File: src/source/eeprom_params.svh
`ifndef EEPROM_PARAMS_SVH
`define EEPROM_PARAMS_SVH

// 24C16 class part, 2 KB seen as eight 256-byte blocks
`define EE_ADDR_WIDTH   11
`define EE_DATA_WIDTH   8

// upper address bits, carried in the control byte
`define EE_BLOCK_WIDTH  3

`define EE_DEVICE_CODE  4'b1010     // device type code

`endif

File: src/source/eeprom_ctrl_pkg.sv
package eeprom_ctrl_pkg;

    // one-hot, one state per step on the bus
    typedef enum logic [9:0] {
        idle        = 10'b00_0000_0001,
        write_start = 10'b00_0000_0010,
        ctrl_write  = 10'b00_0000_0100,
        addr_write  = 10'b00_0000_1000,
        data_write  = 10'b00_0001_0000,
        read_start  = 10'b00_0010_0000,
        ctrl_read   = 10'b00_0100_0000,
        data_read   = 10'b00_1000_0000,
        stop        = 10'b01_0000_0000,
        ackn        = 10'b10_0000_0000
    } seq_state_e;

    typedef enum logic [1:0] {
        op_start = 2'd0,
        op_send  = 2'd1,
        op_recv  = 2'd2,
        op_stop  = 2'd3
    } engine_op_e;

endpackage

File: src/source/serial_cmd_if.sv
`timescale 1ns/1ps
`include "eeprom_params.svh"

interface serial_cmd_if
    import eeprom_ctrl_pkg::*;
();

    logic                      go;        // single cycle, engine idle
    engine_op_e                op;
    logic [`EE_DATA_WIDTH-1:0] tx_byte;
    logic                      done;      // single cycle
    logic [`EE_DATA_WIDTH-1:0] rx_byte;   // held from done on

    modport seq (
        output go,
        output op,
        output tx_byte,
        input  done,
        input  rx_byte
    );

    modport eng (
        input  go,
        input  op,
        input  tx_byte,
        output done,
        output rx_byte
    );

endinterface

File: src/source/serial_bit_engine.sv
`timescale 1ns/1ps
`include "eeprom_params.svh"

module serial_bit_engine
    import eeprom_ctrl_pkg::*;
(
    input  logic      CLK,
    input  logic      RESET,
    serial_cmd_if.eng cmd,
    output logic      scl,
    output logic      sda_out,
    output logic      sda_oe,
    input  logic      sda_in
);

    localparam int last_step = 2 * `EE_DATA_WIDTH - 1;    // two clk edges per bit
    localparam int step_w    = $clog2(last_step + 1);
    localparam int msb       = `EE_DATA_WIDTH - 1;

    logic                      busy;
    logic                      pend;        // go arrived in an scl high phase
    logic                      launch;
    logic [step_w-1:0]         step;
    engine_op_e                op_q;
    engine_op_e                act_op;
    logic [`EE_DATA_WIDTH-1:0] shreg;
    logic [`EE_DATA_WIDTH-1:0] act_byte;
    logic                      done_q;
    logic [`EE_DATA_WIDTH-1:0] rx_q;

    // clk/2 on the falling edge, so sda moves in the middle of an scl phase
    always_ff @(negedge CLK)
    begin
        if (RESET)
            scl <= 1'b0;
        else
            scl <= ~scl;
    end

    // every op begins on an edge inside an scl low phase
    assign act_op   = pend ? op_q : cmd.op;
    assign act_byte = pend ? shreg : cmd.tx_byte;
    assign launch   = (cmd.go || pend) && !busy && !scl;

    assign cmd.done    = done_q;
    assign cmd.rx_byte = rx_q;

    always_ff @(posedge CLK)
    begin
        if (RESET)
        begin
            busy    <= 1'b0;
            pend    <= 1'b0;
            step    <= '0;
            done_q  <= 1'b0;
            sda_oe  <= 1'b0;
            sda_out <= 1'b1;
        end
        else
        begin
            done_q <= 1'b0;
            if (launch)
            begin
                pend <= 1'b0;
                busy <= 1'b1;
                step <= step_w'(1);
                case (act_op)
                    op_start:
                    begin
                        sda_oe  <= 1'b1;
                        sda_out <= 1'b1;        // high before scl rises
                    end
                    op_stop:
                    begin
                        sda_oe  <= 1'b1;
                        sda_out <= 1'b0;
                    end
                    op_send:
                    begin
                        sda_oe  <= 1'b1;
                        sda_out <= act_byte[msb];
                    end
                    default:
                        sda_oe <= 1'b0;         // recv, slave drives
                endcase
            end
            else if (busy)
            begin
                step <= step + step_w'(1);
                case (op_q)
                    op_start:
                    begin
                        sda_out <= 1'b0;        // falls with scl high
                        busy    <= 1'b0;
                        done_q  <= 1'b1;
                    end
                    op_stop:
                    begin
                        sda_oe  <= 1'b0;        // pull-up takes sda high, scl high
                        sda_out <= 1'b1;
                        busy    <= 1'b0;
                        done_q  <= 1'b1;
                    end
                    default:
                        if (step == step_w'(last_step))
                        begin
                            busy   <= 1'b0;
                            done_q <= 1'b1;
                        end
                        else if (!scl && (op_q == op_send))
                            sda_out <= shreg[msb];
                endcase
            end
            else if (cmd.go)
                pend <= 1'b1;
        end
    end

    always_ff @(posedge CLK)
    begin
        if (launch)
        begin
            op_q  <= act_op;
            shreg <= {act_byte[msb-1:0], 1'b0};
        end
        else if (busy)
        begin
            if ((op_q == op_send) && !scl)
                shreg <= {shreg[msb-1:0], 1'b0};
            else if ((op_q == op_recv) && scl)
                shreg <= {shreg[msb-1:0], sda_in};     // sampled mid high phase
            if ((op_q == op_recv) && (step == step_w'(last_step)))
                rx_q <= {shreg[msb-1:0], sda_in};
        end
        else if (cmd.go)
        begin
            op_q  <= cmd.op;
            shreg <= cmd.tx_byte;
        end
    end

endmodule

File: src/flat_wrapper.sv
// flat-port wrapper written by rule: the top's interface ports become plain ports
module serial_bit_engine_flat import eeprom_ctrl_pkg::*;
  (CLK, RESET, scl, sda_out, sda_oe, sda_in, cmd_go, cmd_op, cmd_tx_byte, cmd_done, cmd_rx_byte);
  serial_cmd_if cmd_i ();
  input  logic CLK;
  input  logic RESET;
  output logic scl;
  output logic sda_out;
  output logic sda_oe;
  input  logic sda_in;
  input wire logic [$bits(cmd_i.go)-1:0] cmd_go;
  input wire logic [$bits(cmd_i.op)-1:0] cmd_op;
  input wire logic [$bits(cmd_i.tx_byte)-1:0] cmd_tx_byte;
  output wire logic [$bits(cmd_i.done)-1:0] cmd_done;
  output wire logic [$bits(cmd_i.rx_byte)-1:0] cmd_rx_byte;
  assign cmd_i.go = cmd_go;
  assign cmd_i.op = cmd_op;
  assign cmd_i.tx_byte = cmd_tx_byte;
  assign cmd_done = cmd_i.done;
  assign cmd_rx_byte = cmd_i.rx_byte;
  serial_bit_engine u_core (.CLK(CLK), .RESET(RESET), .cmd(cmd_i), .scl(scl), .sda_out(sda_out), .sda_oe(sda_oe), .sda_in(sda_in));
endmodule
File: config.mk
export PLATFORM = sky130hd
export DESIGN_NAME = serial_bit_engine_flat
export DESIGN_NICKNAME = d
export VERILOG_FILES = /design/src/source/eeprom_ctrl_pkg.sv /design/src/source/serial_cmd_if.sv /design/src/source/serial_bit_engine.sv /design/src/flat_wrapper.sv
export VERILOG_INCLUDE_DIRS = /design/src /design/src/source
export SDC_FILE = /design/constraint.sdc
export NUM_CORES = 1
export LEC_CHECK = 0
export ABC_CLOCK_PERIOD_IN_PS = 2400
export BUFFER_PORTS_ARGS = -buffer_cell sky130_fd_sc_hd__buf_4
export CELL_PAD_IN_SITES_DETAIL_PLACEMENT = 1
export CELL_PAD_IN_SITES_GLOBAL_PLACEMENT = 1
export CORE_AREA = 5 5 68 70
export CTS_CLUSTER_DIAMETER = 100
export DETAILED_ROUTE_END_ITERATION = 16
export DIE_AREA = 0 0 73 75
export HOLD_SLACK_MARGIN = 0.15
export PLACE_DENSITY = 0.68
export SLEW_MARGIN = 40
export SYNTH_ARGS = -nofsm -noshare
export SYNTH_HDL_FRONTEND = slang
export SYNTH_SLANG_ARGS = --single-unit
File: constraint.sdc
create_clock -name CLK -period 2.4 [get_ports CLK]
set_input_delay 0.36 -clock CLK [delete_from_list [all_inputs] [get_ports CLK]]
set_output_delay 0.36 -clock CLK [all_outputs]
set_load 0.03 [all_outputs]
# After elaboration in Yosys (flattened, before gate mapping)
# Cells that the tools add are included.
# word_totals
reg_bits,28
input_bits,14
elab_cells,82
# classes
add_sub_neg,1
eq_ne,11
n_mux,28
n_bitwise,3
n_reduce_logical,27
# ops
operator,n
8-bit two-way mux,6
1-bit two-way mux,16
2-bit AND reduction,5
2-bit two-way mux,4
4-bit != test (second input constant),2
2-bit nonzero test,4
2-bit == test (second input constant),3
3-bit OR reduction,2
1-bit logical AND,5
4-bit by 1-bit adder with 4-bit output (second input constant),1
2-bit by 1-bit == test with 1-bit output (second input constant),2
4-bit == test (second input constant),1
2-bit zero test,2
4-bit by 3-bit != test with 1-bit output (second input constant),1
4-bit AND reduction,1
4-bit nonzero test,1
2-bit OR reduction,2
3-bit != test (second input constant),1
1-bit NOT,3
1-bit case mux with 3 select lines,1
3-bit AND reduction,1
3-bit nonzero test,1
1-bit zero test,2
2-bit != test (second input constant),1
2 further kinds,2

# Depth between registers and ports, before layout
# depth
ltp_word,7
depth_mapped,7
mapped_depth_nobuf,7

==> impl_metrics.yaml <==
outcome:
  status: "complete, but fails checks"
  violations: "setup timing"
floorplanning:
  pin_count: 26
  initial_core_util_pct: 34.05
  row_count: 23
  die_area_um2: 5475
  fp.dieH_um: 75
  die_x_um: 73
  core-area_um2: 3914
route:
  drc_errors: 0
  drtIter0Drc: 32
  drt-total-wl_um: 3292
  drt-pass1-iter-count: 4
  drt-wirelength-per-cell_um: 15.03
  num_vias: 1078
  via_per_inst: 4.922
  ant_nets: 0
cts:
  cts-root-buf: "clkbuf_8"
  clk_latency_ns: 0.34
  clkTransAtPathRegs_ns: 0.10
  ctsHoldBuffers: 0
  cts_max_path_buffers: 2
  cts_tree: "done"
  cts.sinks: 28
  cts_buffers: 3
  cts_htree_levels: 1
yosys:
  synthCells: 127
  yosys_warnings: 0
  synth.largest_area_cell: "edfxtp_1"
  ys_seq_area_share_pct: 54.84
  ys_dominant_reg_cell: "edfxtp_1"
  async_reset_ff_share_pct: 0
  synth_edf_count: 17
  yosysTopAreaCellShare_pct: 38.31
  ys_types: 37
  ys_seq_elements: 28
  syn_area_per_cell_um2: 10.49
  synth.cell_area_um2: 1333
  syn_nets: 145
  netlist_top_cells_area: "edfxtp_1 (38%), dfxtp_1 (17%), nor2_1 (4.8%)"
timing:
  maxSlewHeadroom_pct: 74.66
  slew_violations: 0
  grt_setup_unrepaired: "yes"
  tightest_slew_ns: 0.3797
  setup_slack_ns: -0.3145
  skew_ns: 0.06713
  finalSetupViolCount: 22
  hold_violations: 0
cells_and_area:
  n_antenna_cell: 0
  fin_util_pct: 48.40
  mostFrequentLayoutCells: "buf_4 (34), edfxtp_1 (17), nor2_1 (16), buf_6 (10), dfxtp_1 (10)"
  fill_cells: 444
  layout.nets: 188
  syn2layout_area_growth_pct: 42.16
  fin_cells: 219
  final_common_cell: "buf_4"
  drive_above_1_share_pct: 42.01
  final_area_um2: 1894
critical_path:
  crit_required_ns: 2.58
  worst_ep_arrival_time_ns: 2.89
  critical_path.slowest_cell: "or3_4"
  crit_path_cell_trace: "or3_4 -> mux2i_1 -> a211o_1 -> a311o_1"
  path_delay_family: "compound AO/OA/AOI/OAI gates"
  cp-end-kind: "register"
  crit_type: "register to register"
  worst-path-buf-inv: 0
  cpPeakStageDelay_ns: 0.35
  start_kind: "register"
  crit_fanout: 4
placement:
  port_buffers: 25
  dpl.cell_count: 213
  place_congestion: 0.8513
  hpwlAfterDp_um: 2415
  dpl_cell_area_um2: 1675
power:
  max-vdd-ir-drop_mv: 0.3225
  cellPowerDensity_nw_per_um2: 684.0
  p_leak_nw: 0.7774
global_routing:
  grt.total_usage_pct: 13.48
  grt_overflow: 0
  grt_antenna_before_repair: 0
  grt_max_degree: 17
  grt_pass1_vias: 1164
  grt_pass1_wl_um: 5526
run:
  maxCapViolCount: 0
worst_hold_path:
  hp-class: "input port to register"
state kept, by name, indices dropped and copies added (netlist names):
name	flops
u_core.cmd.rx_byte	8
u_core.shreg	8
u_core.step	4
u_core.op_q	2
u_core.busy	1
u_core.cmd.done	1
u_core.pend	1
u_core.scl	1
u_core.sda_oe	1
u_core.sda_out	1
timing repair:
action / CTS / global route
endpoints found under the setup margin: 27 / 28
buffers inserted: 1 / 1
gates resized for setup: 20 / 12
pin swaps: 6 / 7
kinds of logic (layout without fill, tap and decap cells):
family / after synthesis / after routing / synth area share (%)
multiplexers: 4 / 4 / 3.192
buffers and inverters: 11 / 53 / 4.601
flip-flops: 28 / 28 / 54.84
adder cells (fa/ha/maj): 4 / 4 / 3.756
XOR/XNOR: 3 / 3 / 1.972
AND/OR/NAND/NOR: 56 / 56 / 21.03
AO/OA/AOI/OAI: 21 / 21 / 10.61
cell type report:
| cell class | instances | area, um^2 | area share (%) |
|---|---|---|---|
| Inverter | 4 | 15.01 | 0.7926 |
| Multi-Input combinational cell | 88 | 644.4 | 34.02 |
| Tap cell | 50 | 62.56 | 3.303 |
| Clock inverter | 1 | 3.754 | 0.1982 |
| Sequential cell | 28 | 734.5 | 38.77 |
| Clock buffer | 4 | 66.31 | 3.501 |
| Timing Repair Buffer | 44 | 367.9 | 19.42 |
where the power goes:
group	switching [mW]	internal, mW
clock network	0.155	0.184
registers	0.0392	0.574
logic	0.169	0.175
total	0.363	0.933
worst paths after layout:
path | startpoint | to | slack [ns] | cells after the start
worst max-delay path | u_core.scl$_SDFF_NP0_ | u_core.sda_out$_SDFFE_PP1P_ | -0.31 | 4
worst min register to register | u_core.shreg[1]$_DFFE_PP_ | u_core.cmd.rx_byte[2]$_DFFE_PP_ | 0.47 | 0
worst max register to register | u_core.scl$_SDFF_NP0_ | u_core.sda_out$_SDFFE_PP1P_ | -0.31 | 4
worst min-delay path | sda_in | u_core.cmd.rx_byte[0]$_DFFE_PP_ | 0.28 | 1
metrics by stage:
step                hold slack, ns  total power, mW  setup TNS [ns]  setup slack [ns]
floorplan                   0.4264           0.7888          -6.126           -0.5617
global placement            0.4344           0.8912          -4.533           -0.3525
detailed placement          0.4420           0.9053          -5.102           -0.3814
CTS                         0.2699            1.276          -3.995           -0.3049
global route                0.2591            1.367          -6.147           -0.3431
finish                      0.2768            1.296          -5.264           -0.3145
Yosys cell counts (2+ instances only):
cell type	number
a21oi_1	6
a31oi_1	2
buf_6	2
clkbuf_1	2
dfxtp_1	11
edfxtp_1	17
ha_1	4
inv_1	5
mux2_2	2
mux2i_1	2
nand2_1	10
nand2b_1	7
nand3_1	2
nor2_1	17
nor2b_1	4
nor3_1	7
o22ai_1	6
xor2_1	2
worst register-to-register path, stage by stage (launching register included):
cell and delay (ns):
dfxtp_4 0.34, or3_4 0.35, mux2i_1 0.14, a211o_1 0.27
a311o_1 0.25
routing by layer:
| metal | wire length (um) | GRT usage [%] | part of all wire [%] |
|---|---|---|---|
| met1 | 1402 | 15.64 | 43 |
| met2 | 1714 | 24.63 | 52 |
| met3 | 137 | 2.937 | 4.2 |
| met4 | 38 | 4.303 | 1.2 |
| met5 | 0 | 0 | 0 |
No activity file was read; power rests on OpenSTA's default activity.
