<file path="src/source/eeprom_params.svh">
`ifndef EEPROM_PARAMS_SVH
`define EEPROM_PARAMS_SVH

// 24C16 class part, 2 KB seen as eight 256-byte blocks
`define EE_ADDR_WIDTH   11
`define EE_DATA_WIDTH   8

// upper address bits, carried in the control byte
`define EE_BLOCK_WIDTH  3

`define EE_DEVICE_CODE  4'b1010     // device type code

`endif

</file>
<file path="src/source/eeprom_bus_pkg.sv">
`include "eeprom_params.svh"

package eeprom_bus_pkg;

    // last bit of the control byte
    typedef enum logic {
        rw_write = 1'b0,
        rw_read  = 1'b1
    } rw_e;

    // field order is wire order, msb first
    typedef struct packed {
        logic [`EE_DATA_WIDTH-`EE_BLOCK_WIDTH-2:0] code;    // device type
        logic [`EE_BLOCK_WIDTH-1:0]                block;   // addr[10:8]
        rw_e                                       rw;
    } ctrl_fields_s;

    // built from fields, shifted out as a plain byte
    typedef union packed {
        logic [`EE_DATA_WIDTH-1:0] raw;
        ctrl_fields_s              f;
    } ctrl_byte_u;

endpackage

</file>
<file path="src/source/eeprom_ctrl_pkg.sv">
package eeprom_ctrl_pkg;

    // one-hot, one state per step on the bus
    typedef enum logic [9:0] {
        idle        = 10'b00_0000_0001,
        write_start = 10'b00_0000_0010,
        ctrl_write  = 10'b00_0000_0100,
        addr_write  = 10'b00_0000_1000,
        data_write  = 10'b00_0001_0000,
        read_start  = 10'b00_0010_0000,
        ctrl_read   = 10'b00_0100_0000,
        data_read   = 10'b00_1000_0000,
        stop        = 10'b01_0000_0000,
        ackn        = 10'b10_0000_0000
    } seq_state_e;

    typedef enum logic [1:0] {
        op_start = 2'd0,
        op_send  = 2'd1,
        op_recv  = 2'd2,
        op_stop  = 2'd3
    } engine_op_e;

endpackage

</file>
<file path="src/source/serial_cmd_if.sv">
`timescale 1ns/1ps
`include "eeprom_params.svh"

interface serial_cmd_if
    import eeprom_ctrl_pkg::*;
();

    logic                      go;        // single cycle, engine idle
    engine_op_e                op;
    logic [`EE_DATA_WIDTH-1:0] tx_byte;
    logic                      done;      // single cycle
    logic [`EE_DATA_WIDTH-1:0] rx_byte;   // held from done on

    modport seq (
        output go,
        output op,
        output tx_byte,
        input  done,
        input  rx_byte
    );

    modport eng (
        input  go,
        input  op,
        input  tx_byte,
        output done,
        output rx_byte
    );

endinterface

</file>
<file path="src/source/eeprom_sequencer.sv">
`timescale 1ns/1ps
`include "eeprom_params.svh"

module eeprom_sequencer
    import eeprom_bus_pkg::*;
    import eeprom_ctrl_pkg::*;
(
    input  logic                      CLK,
    input  logic                      RESET,
    input  logic                      wr,
    input  logic                      rd,
    input  logic [`EE_ADDR_WIDTH-1:0] addr,
    input  logic [`EE_DATA_WIDTH-1:0] wr_data,
    output logic [`EE_DATA_WIDTH-1:0] rd_data,
    output logic                      ack,
    serial_cmd_if.seq                 cmd
);

    seq_state_e                state;
    seq_state_e                next_state;
    rw_e                       dir;         // latched command
    logic                      accept;
    logic [`EE_ADDR_WIDTH-1:0] addr_q;
    logic [`EE_DATA_WIDTH-1:0] data_q;
    ctrl_byte_u                ctrl;

    assign accept = (state == idle) && (wr || rd);

    // control byte, rw set only for the byte after the repeated start
    always_comb
    begin
        ctrl.f.code  = `EE_DEVICE_CODE;
        ctrl.f.block = addr_q[`EE_ADDR_WIDTH-1 -: `EE_BLOCK_WIDTH];
        ctrl.f.rw    = (state == read_start) ? rw_read : rw_write;
    end

    // next op goes out in the cycle done is seen, so frames stay back to back
    always_comb
    begin
        next_state  = state;
        cmd.go      = 1'b0;
        cmd.op      = op_send;
        cmd.tx_byte = ctrl.raw;
        case (state)
            idle:
                if (accept)
                begin
                    cmd.go     = 1'b1;
                    cmd.op     = op_start;
                    next_state = write_start;
                end
            write_start:
                if (cmd.done)
                begin
                    cmd.go     = 1'b1;
                    next_state = ctrl_write;
                end
            ctrl_write:
                if (cmd.done)
                begin
                    cmd.go      = 1'b1;
                    cmd.tx_byte = addr_q[`EE_DATA_WIDTH-1:0];     // word address
                    next_state  = addr_write;
                end
            addr_write:
                if (cmd.done)
                begin
                    cmd.go = 1'b1;
                    if (dir == rw_read)
                    begin
                        cmd.op     = op_start;      // repeated start
                        next_state = read_start;
                    end
                    else
                    begin
                        cmd.tx_byte = data_q;
                        next_state  = data_write;
                    end
                end
            read_start:
                if (cmd.done)
                begin
                    cmd.go     = 1'b1;
                    next_state = ctrl_read;
                end
            ctrl_read:
                if (cmd.done)
                begin
                    cmd.go     = 1'b1;
                    cmd.op     = op_recv;
                    next_state = data_read;
                end
            data_write, data_read:
                if (cmd.done)
                begin
                    cmd.go     = 1'b1;
                    cmd.op     = op_stop;
                    next_state = stop;
                end
            stop:
                if (cmd.done)
                    next_state = ackn;
            ackn:
                next_state = idle;
            default:
                next_state = idle;
        endcase
    end

    always_ff @(posedge CLK)
    begin
        if (RESET)
        begin
            state <= idle;
            dir   <= rw_write;
            ack   <= 1'b0;
        end
        else
        begin
            state <= next_state;
            ack   <= (state == stop) && cmd.done;       // high for the ackn cycle
            if (accept)
                dir <= wr ? rw_write : rw_read;         // wr wins
        end
    end

    always_ff @(posedge CLK)
    begin
        if (accept)
        begin
            addr_q <= addr;
            data_q <= wr_data;
        end
        if ((state == data_read) && cmd.done)
            rd_data <= cmd.rx_byte;     // kept until the next read
    end

endmodule

</file>
<file path="src/flat_wrapper.sv">
// flat-port wrapper written by rule: the top's interface ports become plain ports
module eeprom_sequencer_flat import eeprom_bus_pkg::*; import eeprom_ctrl_pkg::*;
  (CLK, RESET, wr, rd, addr, wr_data, rd_data, ack, cmd_go, cmd_op, cmd_tx_byte, cmd_done, cmd_rx_byte);
  serial_cmd_if cmd_i ();
  input  logic CLK;
  input  logic RESET;
  input  logic wr;
  input  logic rd;
  input  logic [`EE_ADDR_WIDTH-1:0] addr;
  input  logic [`EE_DATA_WIDTH-1:0] wr_data;
  output logic [`EE_DATA_WIDTH-1:0] rd_data;
  output logic ack;
  output wire logic [$bits(cmd_i.go)-1:0] cmd_go;
  output wire logic [$bits(cmd_i.op)-1:0] cmd_op;
  output wire logic [$bits(cmd_i.tx_byte)-1:0] cmd_tx_byte;
  input wire logic [$bits(cmd_i.done)-1:0] cmd_done;
  input wire logic [$bits(cmd_i.rx_byte)-1:0] cmd_rx_byte;
  assign cmd_go = cmd_i.go;
  assign cmd_op = cmd_i.op;
  assign cmd_tx_byte = cmd_i.tx_byte;
  assign cmd_i.done = cmd_done;
  assign cmd_i.rx_byte = cmd_rx_byte;
  eeprom_sequencer u_core (.CLK(CLK), .RESET(RESET), .wr(wr), .rd(rd), .addr(addr), .wr_data(wr_data), .rd_data(rd_data), .ack(ack), .cmd(cmd_i));
endmodule
</file>
<file path="config.mk">
export PLATFORM = sky130hd
export DESIGN_NAME = eeprom_sequencer_flat
export DESIGN_NICKNAME = d
export VERILOG_FILES = /design/src/source/eeprom_bus_pkg.sv /design/src/source/eeprom_ctrl_pkg.sv /design/src/source/serial_cmd_if.sv /design/src/source/eeprom_sequencer.sv /design/src/flat_wrapper.sv
export VERILOG_INCLUDE_DIRS = /design/src /design/src/source
export SDC_FILE = /design/constraint.sdc
export NUM_CORES = 1
export LEC_CHECK = 0
export BUFFER_PORTS_ARGS = -buffer_cell sky130_fd_sc_hd__buf_2
export CORE_ASPECT_RATIO = 1.1
export CORE_UTILIZATION = 35
export CTS_CLUSTER_SIZE = 30
export DETAILED_ROUTE_END_ITERATION = 8
export PLACE_DENSITY = 0.61
export SLEW_MARGIN = 5
export SYNTH_ARGS = -nofsm -noshare
export SYNTH_HDL_FRONTEND = slang
export SYNTH_SLANG_ARGS = --single-unit
</file>
<file path="constraint.sdc">
create_clock -name CLK -period 5.6 [get_ports CLK]
set_input_delay 0.56 -clock CLK [delete_from_list [all_inputs] [get_ports CLK]]
set_output_delay 0.56 -clock CLK [all_outputs]
set_load 0.01 [all_outputs]
</file>
# --- After elaboration in Yosys (flattened, before gate mapping) ---
# Index checks and enable logic that the tools add are counted.
word_totals:
  input_bits: 32
  memories: 0
  wordCells: 55
  rom_bits: 0
  register_bits: 39
  ram_bits: 0
  latchBits: 0
  output_inout_bits: 20
op_classes:
  shifts: 0
  n_eq_ne: 17
  div_mod_pow: 0
  n_lt_le_gt_ge: 0
  mul: 0
  bitwise: 0
  add_sub_neg: 0
  n_reduce_logical: 7
  mux: 25
ops:
  columns: ["op", "n"]
  rows:
  - ["10-bit 2-to-1 mux", 8]
  - ["10-bit one-hot mux with 8 select lines", 1]
  - ["8-bit 2-to-1 mux", 3]
  - ["8-bit one-hot mux with 2 select lines", 1]
  - ["2-bit != test, second input constant", 7]
  - ["10-bit by 1-bit == test with 1-bit output, second input constant", 1]
  - ["10-bit by 2-bit == test with 1-bit output, second input constant", 1]
  - ["10-bit by 3-bit == test with 1-bit output, second input constant", 1]
  - ["10-bit by 4-bit == test with 1-bit output, second input constant", 1]
  - ["10-bit by 5-bit == test with 1-bit output, second input constant", 1]
  - ["10-bit by 6-bit == test with 1-bit output, second input constant", 1]
  - ["10-bit by 7-bit == test with 1-bit output, second input constant", 1]
  - ["10-bit by 8-bit == test with 1-bit output, second input constant", 1]
  - ["10-bit by 9-bit == test with 1-bit output, second input constant", 1]
  - ["2-bit one-hot mux with 4 select lines", 1]
  - ["8-bit AND reduction", 1]
  - ["7-bit OR reduction", 1]
  - ["1-bit 2-to-1 mux", 6]
  - ["2-bit 2-to-1 mux", 3]
  - ["6-bit 2-to-1 mux", 1]
  - ["1-bit logical AND", 3]
  - ["2-bit by 1-bit != test with 1-bit output, second input constant", 1]
  - ["1-bit one-hot mux with 2 select lines", 1]
  - ["2-bit OR reduction", 1]
  - ["1-bit logical OR", 1]

# --- Longest topological paths before layout ---
# Gate-level depths: netlist (run 1).
logic_depth:
  ltp_word: 5
  depth_mapped: 8
  mapped_depth_nobuf: 7

# --- Worst setup path before layout (run 1) ---
# OpenSTA, ideal clock, no wires.
synth_path:
  kind: "reg2out"
  start: "register u_core.state[4]"
  end: "output cmd_op[0]"
  required_ns: 5.040
  path_slack_ns: 3.211
  stages_incl_launch_ff: 8
  path_buffers: 1
  arrival_ns: 1.829
  cell_sequence: "dfxtp_1 > buf_6 > nor4_4 > nand2_1 > nor2_4 > o21ai_1 > inv_1 > nor2_1"
synth_via:
  elab_chain_len: 4
  word_cells_on_any_way: 9
  classes_between: "5 x eq/ne; 2 x mux; 2 x reduce/logical"
synth_rtl:
  columns: ["item", "line_no", "source"]
  rows:
  - ["start, declared", "eeprom_sequencer.sv:19", "seq_state_e state;"]
  - ["start signal, assigned", "eeprom_sequencer.sv:114", "state <= idle;"]
  - ["start signal, assigned", "eeprom_sequencer.sv:120", "state <= next_state;"]
  - ["10-bit by 1-bit == test with 1-bit output", "eeprom_sequencer.sv:27", "assign accept = (state == idle) && (wr || rd);"]
  - ["1-bit logical AND", "eeprom_sequencer.sv:27", null]
  - ["net u_core.accept", "eeprom_sequencer.sv:22", "logic accept;"]
  - ["1-bit 2-to-1 mux", "eeprom_sequencer.sv:46", "if (accept)"]
  - ["2-bit one-hot mux with 4 select lines", "eeprom_sequencer.sv:44", "case (state)"]
  - ["end, declared", "flat_wrapper.sv:14", "output wire logic [$bits(cmd_i.op)-1:0] cmd_op;"]
# The timed path passes the listed nets, and every way through them passes these cells.

# --- Final worst setup path (run 1) ---
# Ends and elaborated chain as after synthesis.

==> out/metrics.cfg, run 1 <==
[run_status]
status = complete, no violations

[timing]
min_period_over_period = 0.545
rsz0062_at_grt = no
fin_skew_ns = 0.00960
hold_slack_ns = 0.443
worst_slack_ns = 2.55
tns_ns = 0
hold_viol_final = 0
worst_pin_slew_ns = 0.737
slew_headroom = 0.508
max_freq_ghz = 0.327
finalCriticalPeriod_ns = 3.05
drv_slew = 0
setup_violations = 0

[global_routing]
grt_pass1_wl_mm = 6.29
grt_usage = 0.141
first_global_vias = 1353
grt_max_degree = 22
grt_antenna_before_repair = 0
grt-ovfl-total = 0

[power_and_ir_drop]
swShare = 0.268
power_uw = 627
netSwitchingPower_uw = 168
clockPowerShare = 0.295
vdd_drop_max_mv = 0.165
leakagePower_nw = 0.876
pwr-share-comb = 0.142
internal_power_uw = 459
p_per_area_mw_per_mm2 = 275
p_seq_frac = 0.563

[cells_and_area]
fillers = 519
area_growth_pct = 18.5
finish.utilization = 0.443
drive_above_1_share = 0.316
nNetsFinal = 256
n_antenna_cell = 0

[clock_tree]
cts_resized = 0
clk_latency_ns = 0.29
cts_max_level = 2
cts_made_buffers = 5
postCtsSetupRepairBufs = 0
cts_buffer_depth = 2
cts_tree = built
cts.sinks = 39
ctsHoldBuffers = 0
cts_root_buffer = clkbuf_8
clkTransAtPathRegs_ns = 0.08

[logic_synthesis]
yosysUniqueCellTypes = 45
avgSynthCellArea_um2 = 10.9
netlist_area_mm2 = 0.00192
synth_top_area_frac = 0.422
synth_area_leaders = edfxtp_1, dfxtp_1, nor2_1, a21oi_1, o21ai_0
synth_async_sr_flop_share = 0
synth_area_leader_cell = edfxtp_1
postSynthCellCount = 177
yosys_most_used_dff = edfxtp_1
yosys_register_bits = 39
synth-warning-count = 0
yosysSeqAreaShare = 0.547
synth_nets = 209
synth-edff-count = 27

[placement]
io_buffers = 51
place_ws_ns = 2.82
gp_congestion = 0.850
dpl.hpwl_mm = 2.79

[die]
start_util = 0.374
fp-row-count = 27
die_y_um = 79.7
core_area_mm2 = 0.00513
die_width_um = 72.6
io_pins = 52
fp.dieArea_mm2 = 0.00579

[critical_path]
cp.required_ns = 5.04
worstSetupPathType = reg -> out
crit_buf_inv = 2
critical_path_arrival_ns = 2.49
crit_family = simple AND/OR/NAND/NOR gates
end_kind = output pin
setup.worst_path.start_class = flip-flop
cpMaxStageDelayCell = inv_1
critical_path.max_fanout = 21
max_stage_delay_ns = 0.55
crit_path_cell_trace = nor4_4 > nand2_1 > nor2_4 > o21ai_1 > inv_1 > nor2_1 > buf_2

[drt]
drtIter0Drc = 112
vias = 1475
final_antenna_net_count = 0
via_per_inst = 4.97
wire_per_inst_um = 12.8
wl_mm = 3.79
drc = 0
first_pass_iters = 4

[hold_path]
hp-class = in -> reg

[run]
drv_cap = 0

==> flip-flops by register name, indices dropped and copies added, names as in the netlist <==
signal and cells:
u_core.ack 1, u_core.addr_q 11, u_core.data_q 8, u_core.dir 1, u_core.rd_data 8, u_core.state 10
==> synthesized netlist by cell type, drive strengths merged (2+ instances only) <==
master  instances
a211oi          2
a21oi          15
a22oi           4
and2            4
buf             9
clkbuf          2
dfxtp          12
edfxtp         27
inv             4
mux2            2
nand2          13
nand2b          2
nand3           6
nand4           5
nor2           20
nor2b           3
nor3            5
nor4            2
o211ai          2
o21ai          17
o31ai           2
or3             2
xor2            3
==> cell usage in the layout (no fill, tap or decap), types with 3 or more instances in the layout <==
master and n:
nor2_1 19, inv_1 4, clkbuf_8 5, dfxtp_1 12
and2_1 3, o21ai_1 6, nand4_1 5, a21oi_1 12
nor2b_1 3, nand2_1 13, edfxtp_1 27, nand3_1 6
a22oi_1 4, nor3_1 4, o21ai_0 11, xor2_1 3
buf_2 51
==> logic make-up after synthesis <==
family,synth area share
compound gates,0.173
flops,0.547
mux,0.0169
buf+inv,0.0489
simple gates,0.200
xor+xnor,0.0137
==> per-layer routing <==
metal | vias to the layer above | share of wire | GRT usage
met5 | - | 0 | 0
met4 | 0 | 0.0066 | 0.0392
met3 | 4 | 0.061 | 0.0354
met2 | 54 | 0.49 | 0.236
met1 | 673 | 0.44 | 0.179
li1 | 744 | - | -
==> power groups by stage <==
stage	Sequential [mW]	Combinational (mW)	Clock (mW)
floorplan	0.351	0.0673	0
global placement	0.359	0.0909	0
detailed placement	0.359	0.0907	0
CTS	0.353	0.0911	0.192
global route	0.355	0.101	0.203
finish	0.353	0.0891	0.185
==> cell type report <==
cell class / count / area [µm²] / area share
timing repair buffer: 51 / 255 / 0.112
sequential: 39 / 1050 / 0.462
clock inverter: 3 / 20.0 / 0.00880
multi-input combinational: 123 / 776 / 0.341
inverter: 4 / 15.0 / 0.00660
tap: 72 / 90.1 / 0.0396
clock buffer: 5 / 68.8 / 0.0302
==> path summary, 6_finish.rpt <==
check,end,slack (ns),from,cells past startpoint
worst max-delay path,cmd_op[0],2.55,u_core.state[4],7
worst min-delay path,u_core.addr_q[4],0.44,addr[4],1
worst min register to register,u_core.state[2],0.57,u_core.state[1],2
worst max register to register,u_core.data_q[7],3.28,u_core.state[4],5
==> through the flow <==
stage | std cells | cell area (µm²)
floorplan | 177 | 1920
global placement | 289 | 2190
detailed placement | 289 | 2190
CTS | 297 | 2280
global route | 297 | 2280
finish | 297 | 2280
==> worst reg2reg max path, stage by stage (launching register included) <==
cell     delay, ns
dfxtp_1       0.41
nor4_4        0.41
nand2_1       0.27
nor2_4        0.21
o21ai_1       0.10
inv_1         0.55
Power figures use the tool's default switching activity.
==> run 2: changes to the inputs <==
--- a/config.mk
+++ b/config.mk
@@ -6,12 +6,13 @@
 export SDC_FILE = /design/constraint.sdc
 export NUM_CORES = 1
 export LEC_CHECK = 0
+export ABC_AREA = 1
 export BUFFER_PORTS_ARGS = -buffer_cell sky130_fd_sc_hd__buf_2
 export CORE_ASPECT_RATIO = 1.1
 export CORE_UTILIZATION = 35
 export CTS_CLUSTER_SIZE = 30
 export DETAILED_ROUTE_END_ITERATION = 8
-export PLACE_DENSITY = 0.61
+export PLACE_DENSITY = 0.64
 export SLEW_MARGIN = 5
 export SYNTH_ARGS = -nofsm -noshare
 export SYNTH_HDL_FRONTEND = slang
==> constraint.sdc (replaced) <==
create_clock -name CLK -period 2.6 [get_ports CLK]
set_input_delay 0.26 -clock CLK [delete_from_list [all_inputs] [get_ports CLK]]
set_output_delay 0.26 -clock CLK [all_outputs]
set_load 0.01 [all_outputs]
==> out/metrics.cfg, run 2 <==
[drt]
drtIter0Drc = 57  ; -49%
top_layer = met4
drc = 0  ; unchanged
routed-wl-met2_mm = 1.70  ; -8.4%
wire_per_inst_um = 11.1  ; -13%
first_pass_iters = 6  ; +2
wl_mm = 3.48  ; -8.4%
vias = 1422  ; -3.6%
met3_length_um = 144  ; -38%
via_per_inst = 4.56  ; -8.2%
met1_length_mm = 1.54  ; -8.1%
final_antenna_net_count = 0  ; unchanged

[critical_path]
critical_path.max_fanout = 4  ; -81%
max_stage_delay_ns = 0.33  ; -0.22 ns
end_kind = output pin
worstSetupPathType = reg -> out
cp.required_ns = 2.34  ; -2.70 ns
cpMaxStageDelayCell = dfxtp_1
critical_path_arrival_ns = 1.81  ; -0.68 ns
r2r_cells = 12  ; +7
crit_path_cell_trace = nor2_1 > nand2_1 > nor2_1 > nand2_1 > nand2_1 > inv_1 > nand3_1 > nand2_1 > o21ai_0 > buf_2
path_common_cell = nand2_1
setup.worst_path.start_class = flip-flop

[die]
die_y_um = 77.9  ; -2.3%
fp.dieArea_mm2 = 0.00552  ; -4.6%
io_pins = 52  ; unchanged
die_width_um = 71.0  ; -2.3%
start_util = 0.364  ; -0.0104
core_area_mm2 = 0.00503  ; -2.0%
fp-row-count = 27  ; unchanged

[timing]
min_period_over_period = 0.795
rsz0062_at_grt = no
drv_slew = 0  ; unchanged
slew_headroom = 0.595  ; +0.0867
worst_pin_slew_ns = 0.605  ; -0.131 ns
tns_ns = 0  ; unchanged
fin_skew_ns = 0.00457  ; -0.00503 ns
hold_viol_final = 0  ; unchanged
max_freq_ghz = 0.484
worst_slack_ns = 0.533  ; -2.01 ns
hold_slack_ns = 0.136  ; -0.307 ns
finalCriticalPeriod_ns = 2.07
setup_violations = 0  ; unchanged

[clock_tree]
cts_made_buffers = 5  ; unchanged
cts_buffer_depth = 2  ; unchanged
clk_latency_ns = 0.29  ; about the same
cts_resized = 0  ; unchanged
cts.sinks = 39  ; unchanged
cts_tree = built
clkTransAtPathRegs_ns = 0.08  ; about the same
cts_max_level = 2  ; unchanged
postCtsSetupRepairBufs = 0  ; unchanged
cts_root_buffer = clkbuf_8
ctsHoldBuffers = 0  ; unchanged

[logic_synthesis]
synth_area_leaders = edfxtp_1, dfxtp_1, nand2_1, nor2_1, inv_1
synth-warning-count = 0  ; unchanged
yosysSeqAreaShare = 0.574  ; +0.0269
avgSynthCellArea_um2 = 9.29  ; -14%
synth_top_area_frac = 0.443  ; +0.0208
synth_async_sr_flop_share = 0  ; unchanged
synth_commonest_cells = nand2_1, nor2_1, edfxtp_1
yosys_most_used_dff = edfxtp_1
netlist_area_mm2 = 0.00183  ; -4.7%
synth_nets = 229  ; +9.6%
synth-edff-count = 27  ; unchanged
postSynthCellCount = 197  ; +11%
synth_area_leader_cell = edfxtp_1
yosysUniqueCellTypes = 26  ; -42%
yosysMostFrequentCell = nand2_1
yosys_register_bits = 39  ; unchanged

[cells_and_area]
largest_reg_flops = 11  ; unchanged
layout_commonest_cell = buf_2
drive_above_1_share = 0.319  ; +0.00334
design_area_mm2 = 0.00223  ; -2.0%
nNetsFinal = 285  ; +11%
most-common-layout-cells = buf_2, nand2_1, nor2_1
finish.utilization = 0.443  ; about the same
multi_input_area_um2 = 661  ; -15%
regArea_mm2 = 0.00105  ; unchanged
reg_top3 = u_core.addr_q x11, u_core.state x10
fillers = 488  ; -6.0%
top_register = u_core.addr_q
n_antenna_cell = 0  ; unchanged
area_growth_pct = 21.8
instances_no_fill = 312  ; +5.1%

[run]
drv_cap = 0  ; unchanged

[run_status]
status = complete, no violations

[power_and_ir_drop]
p_per_area_mw_per_mm2 = 1190  ; +330%
vdd_drop_max_mv = 0.487  ; +200%
power_mw = 2.66  ; +320%
leakagePower_nw = 1.05  ; +19%

[global_routing]
grt_max_degree = 21  ; -4.5%
first_global_vias = 1346  ; -0.52%
grt_usage = 0.137  ; -0.00444
grt-ovfl-total = 0  ; unchanged
grt_antenna_before_repair = 0  ; unchanged
grt_pass1_wl_mm = 5.73  ; -8.9%

[placement]
gp_congestion = 0.828  ; -2.7%
io_buffers = 51  ; unchanged
place_ws_ns = 0.608  ; -2.21 ns
dpl.hpwl_mm = 2.70  ; -3.2%
dp.cells = 304  ; +5.2%
place_area_mm2 = 0.00214  ; -1.9%

[hold_path]
hp-class = in -> reg
hold_depth = 1  ; unchanged

[run 2: worst max-delay path: cells and delay by family (launching register included)]
kind | cells | cell delay, ns
and+or+nand+nor | 7 | 0.88
DFF | 1 | 0.33
buffers and inverters | 2 | 0.23
AOI/OAI and AO/OA | 1 | 0.07
[run 2: final cells by class]
cell class,instances,share of cell area
tap,58,0.0325
multi-input combinational,129,0.296
clock inverter,2,0.00561
inverter,26,0.0438
timing repair buffer,52,0.118
clock buffer,6,0.0325
sequential,39,0.471
[run 2: path summary, 6_finish.rpt]
check,from,slack [ns],end
hold / removal,cmd_rx_byte[7],0.14,u_core.rd_data[7]
setup reg to reg,u_core.state[2],0.78,u_core.state[4]
hold reg to reg,u_core.state[8],0.52,u_core.state[8]
setup / recovery,u_core.state[2],0.53,cmd_go
[run 2: cell families after synthesis]
| logic type | synth area share |
|---|---|
| AND/OR/NAND/NOR | 0.311 |
| flip-flops | 0.574 |
| buffers and inverters | 0.0649 |
| AO/OA/AOI/OAI | 0.0444 |
| multiplexers | 0.00547 |
[run 2: per-layer routing]
metal,vias to the layer above,global-route usage
met4,0,0.0680
li1,750,-
met2,44,0.241
met5,-,0
met1,621,0.148
met3,7,0.0390
[run 2: power by group]
group,switching [mW],internal (mW)
Clock,0.209,0.187
Sequential,0.119,0.977
Combinational,0.768,0.399
Total,1.10,1.56
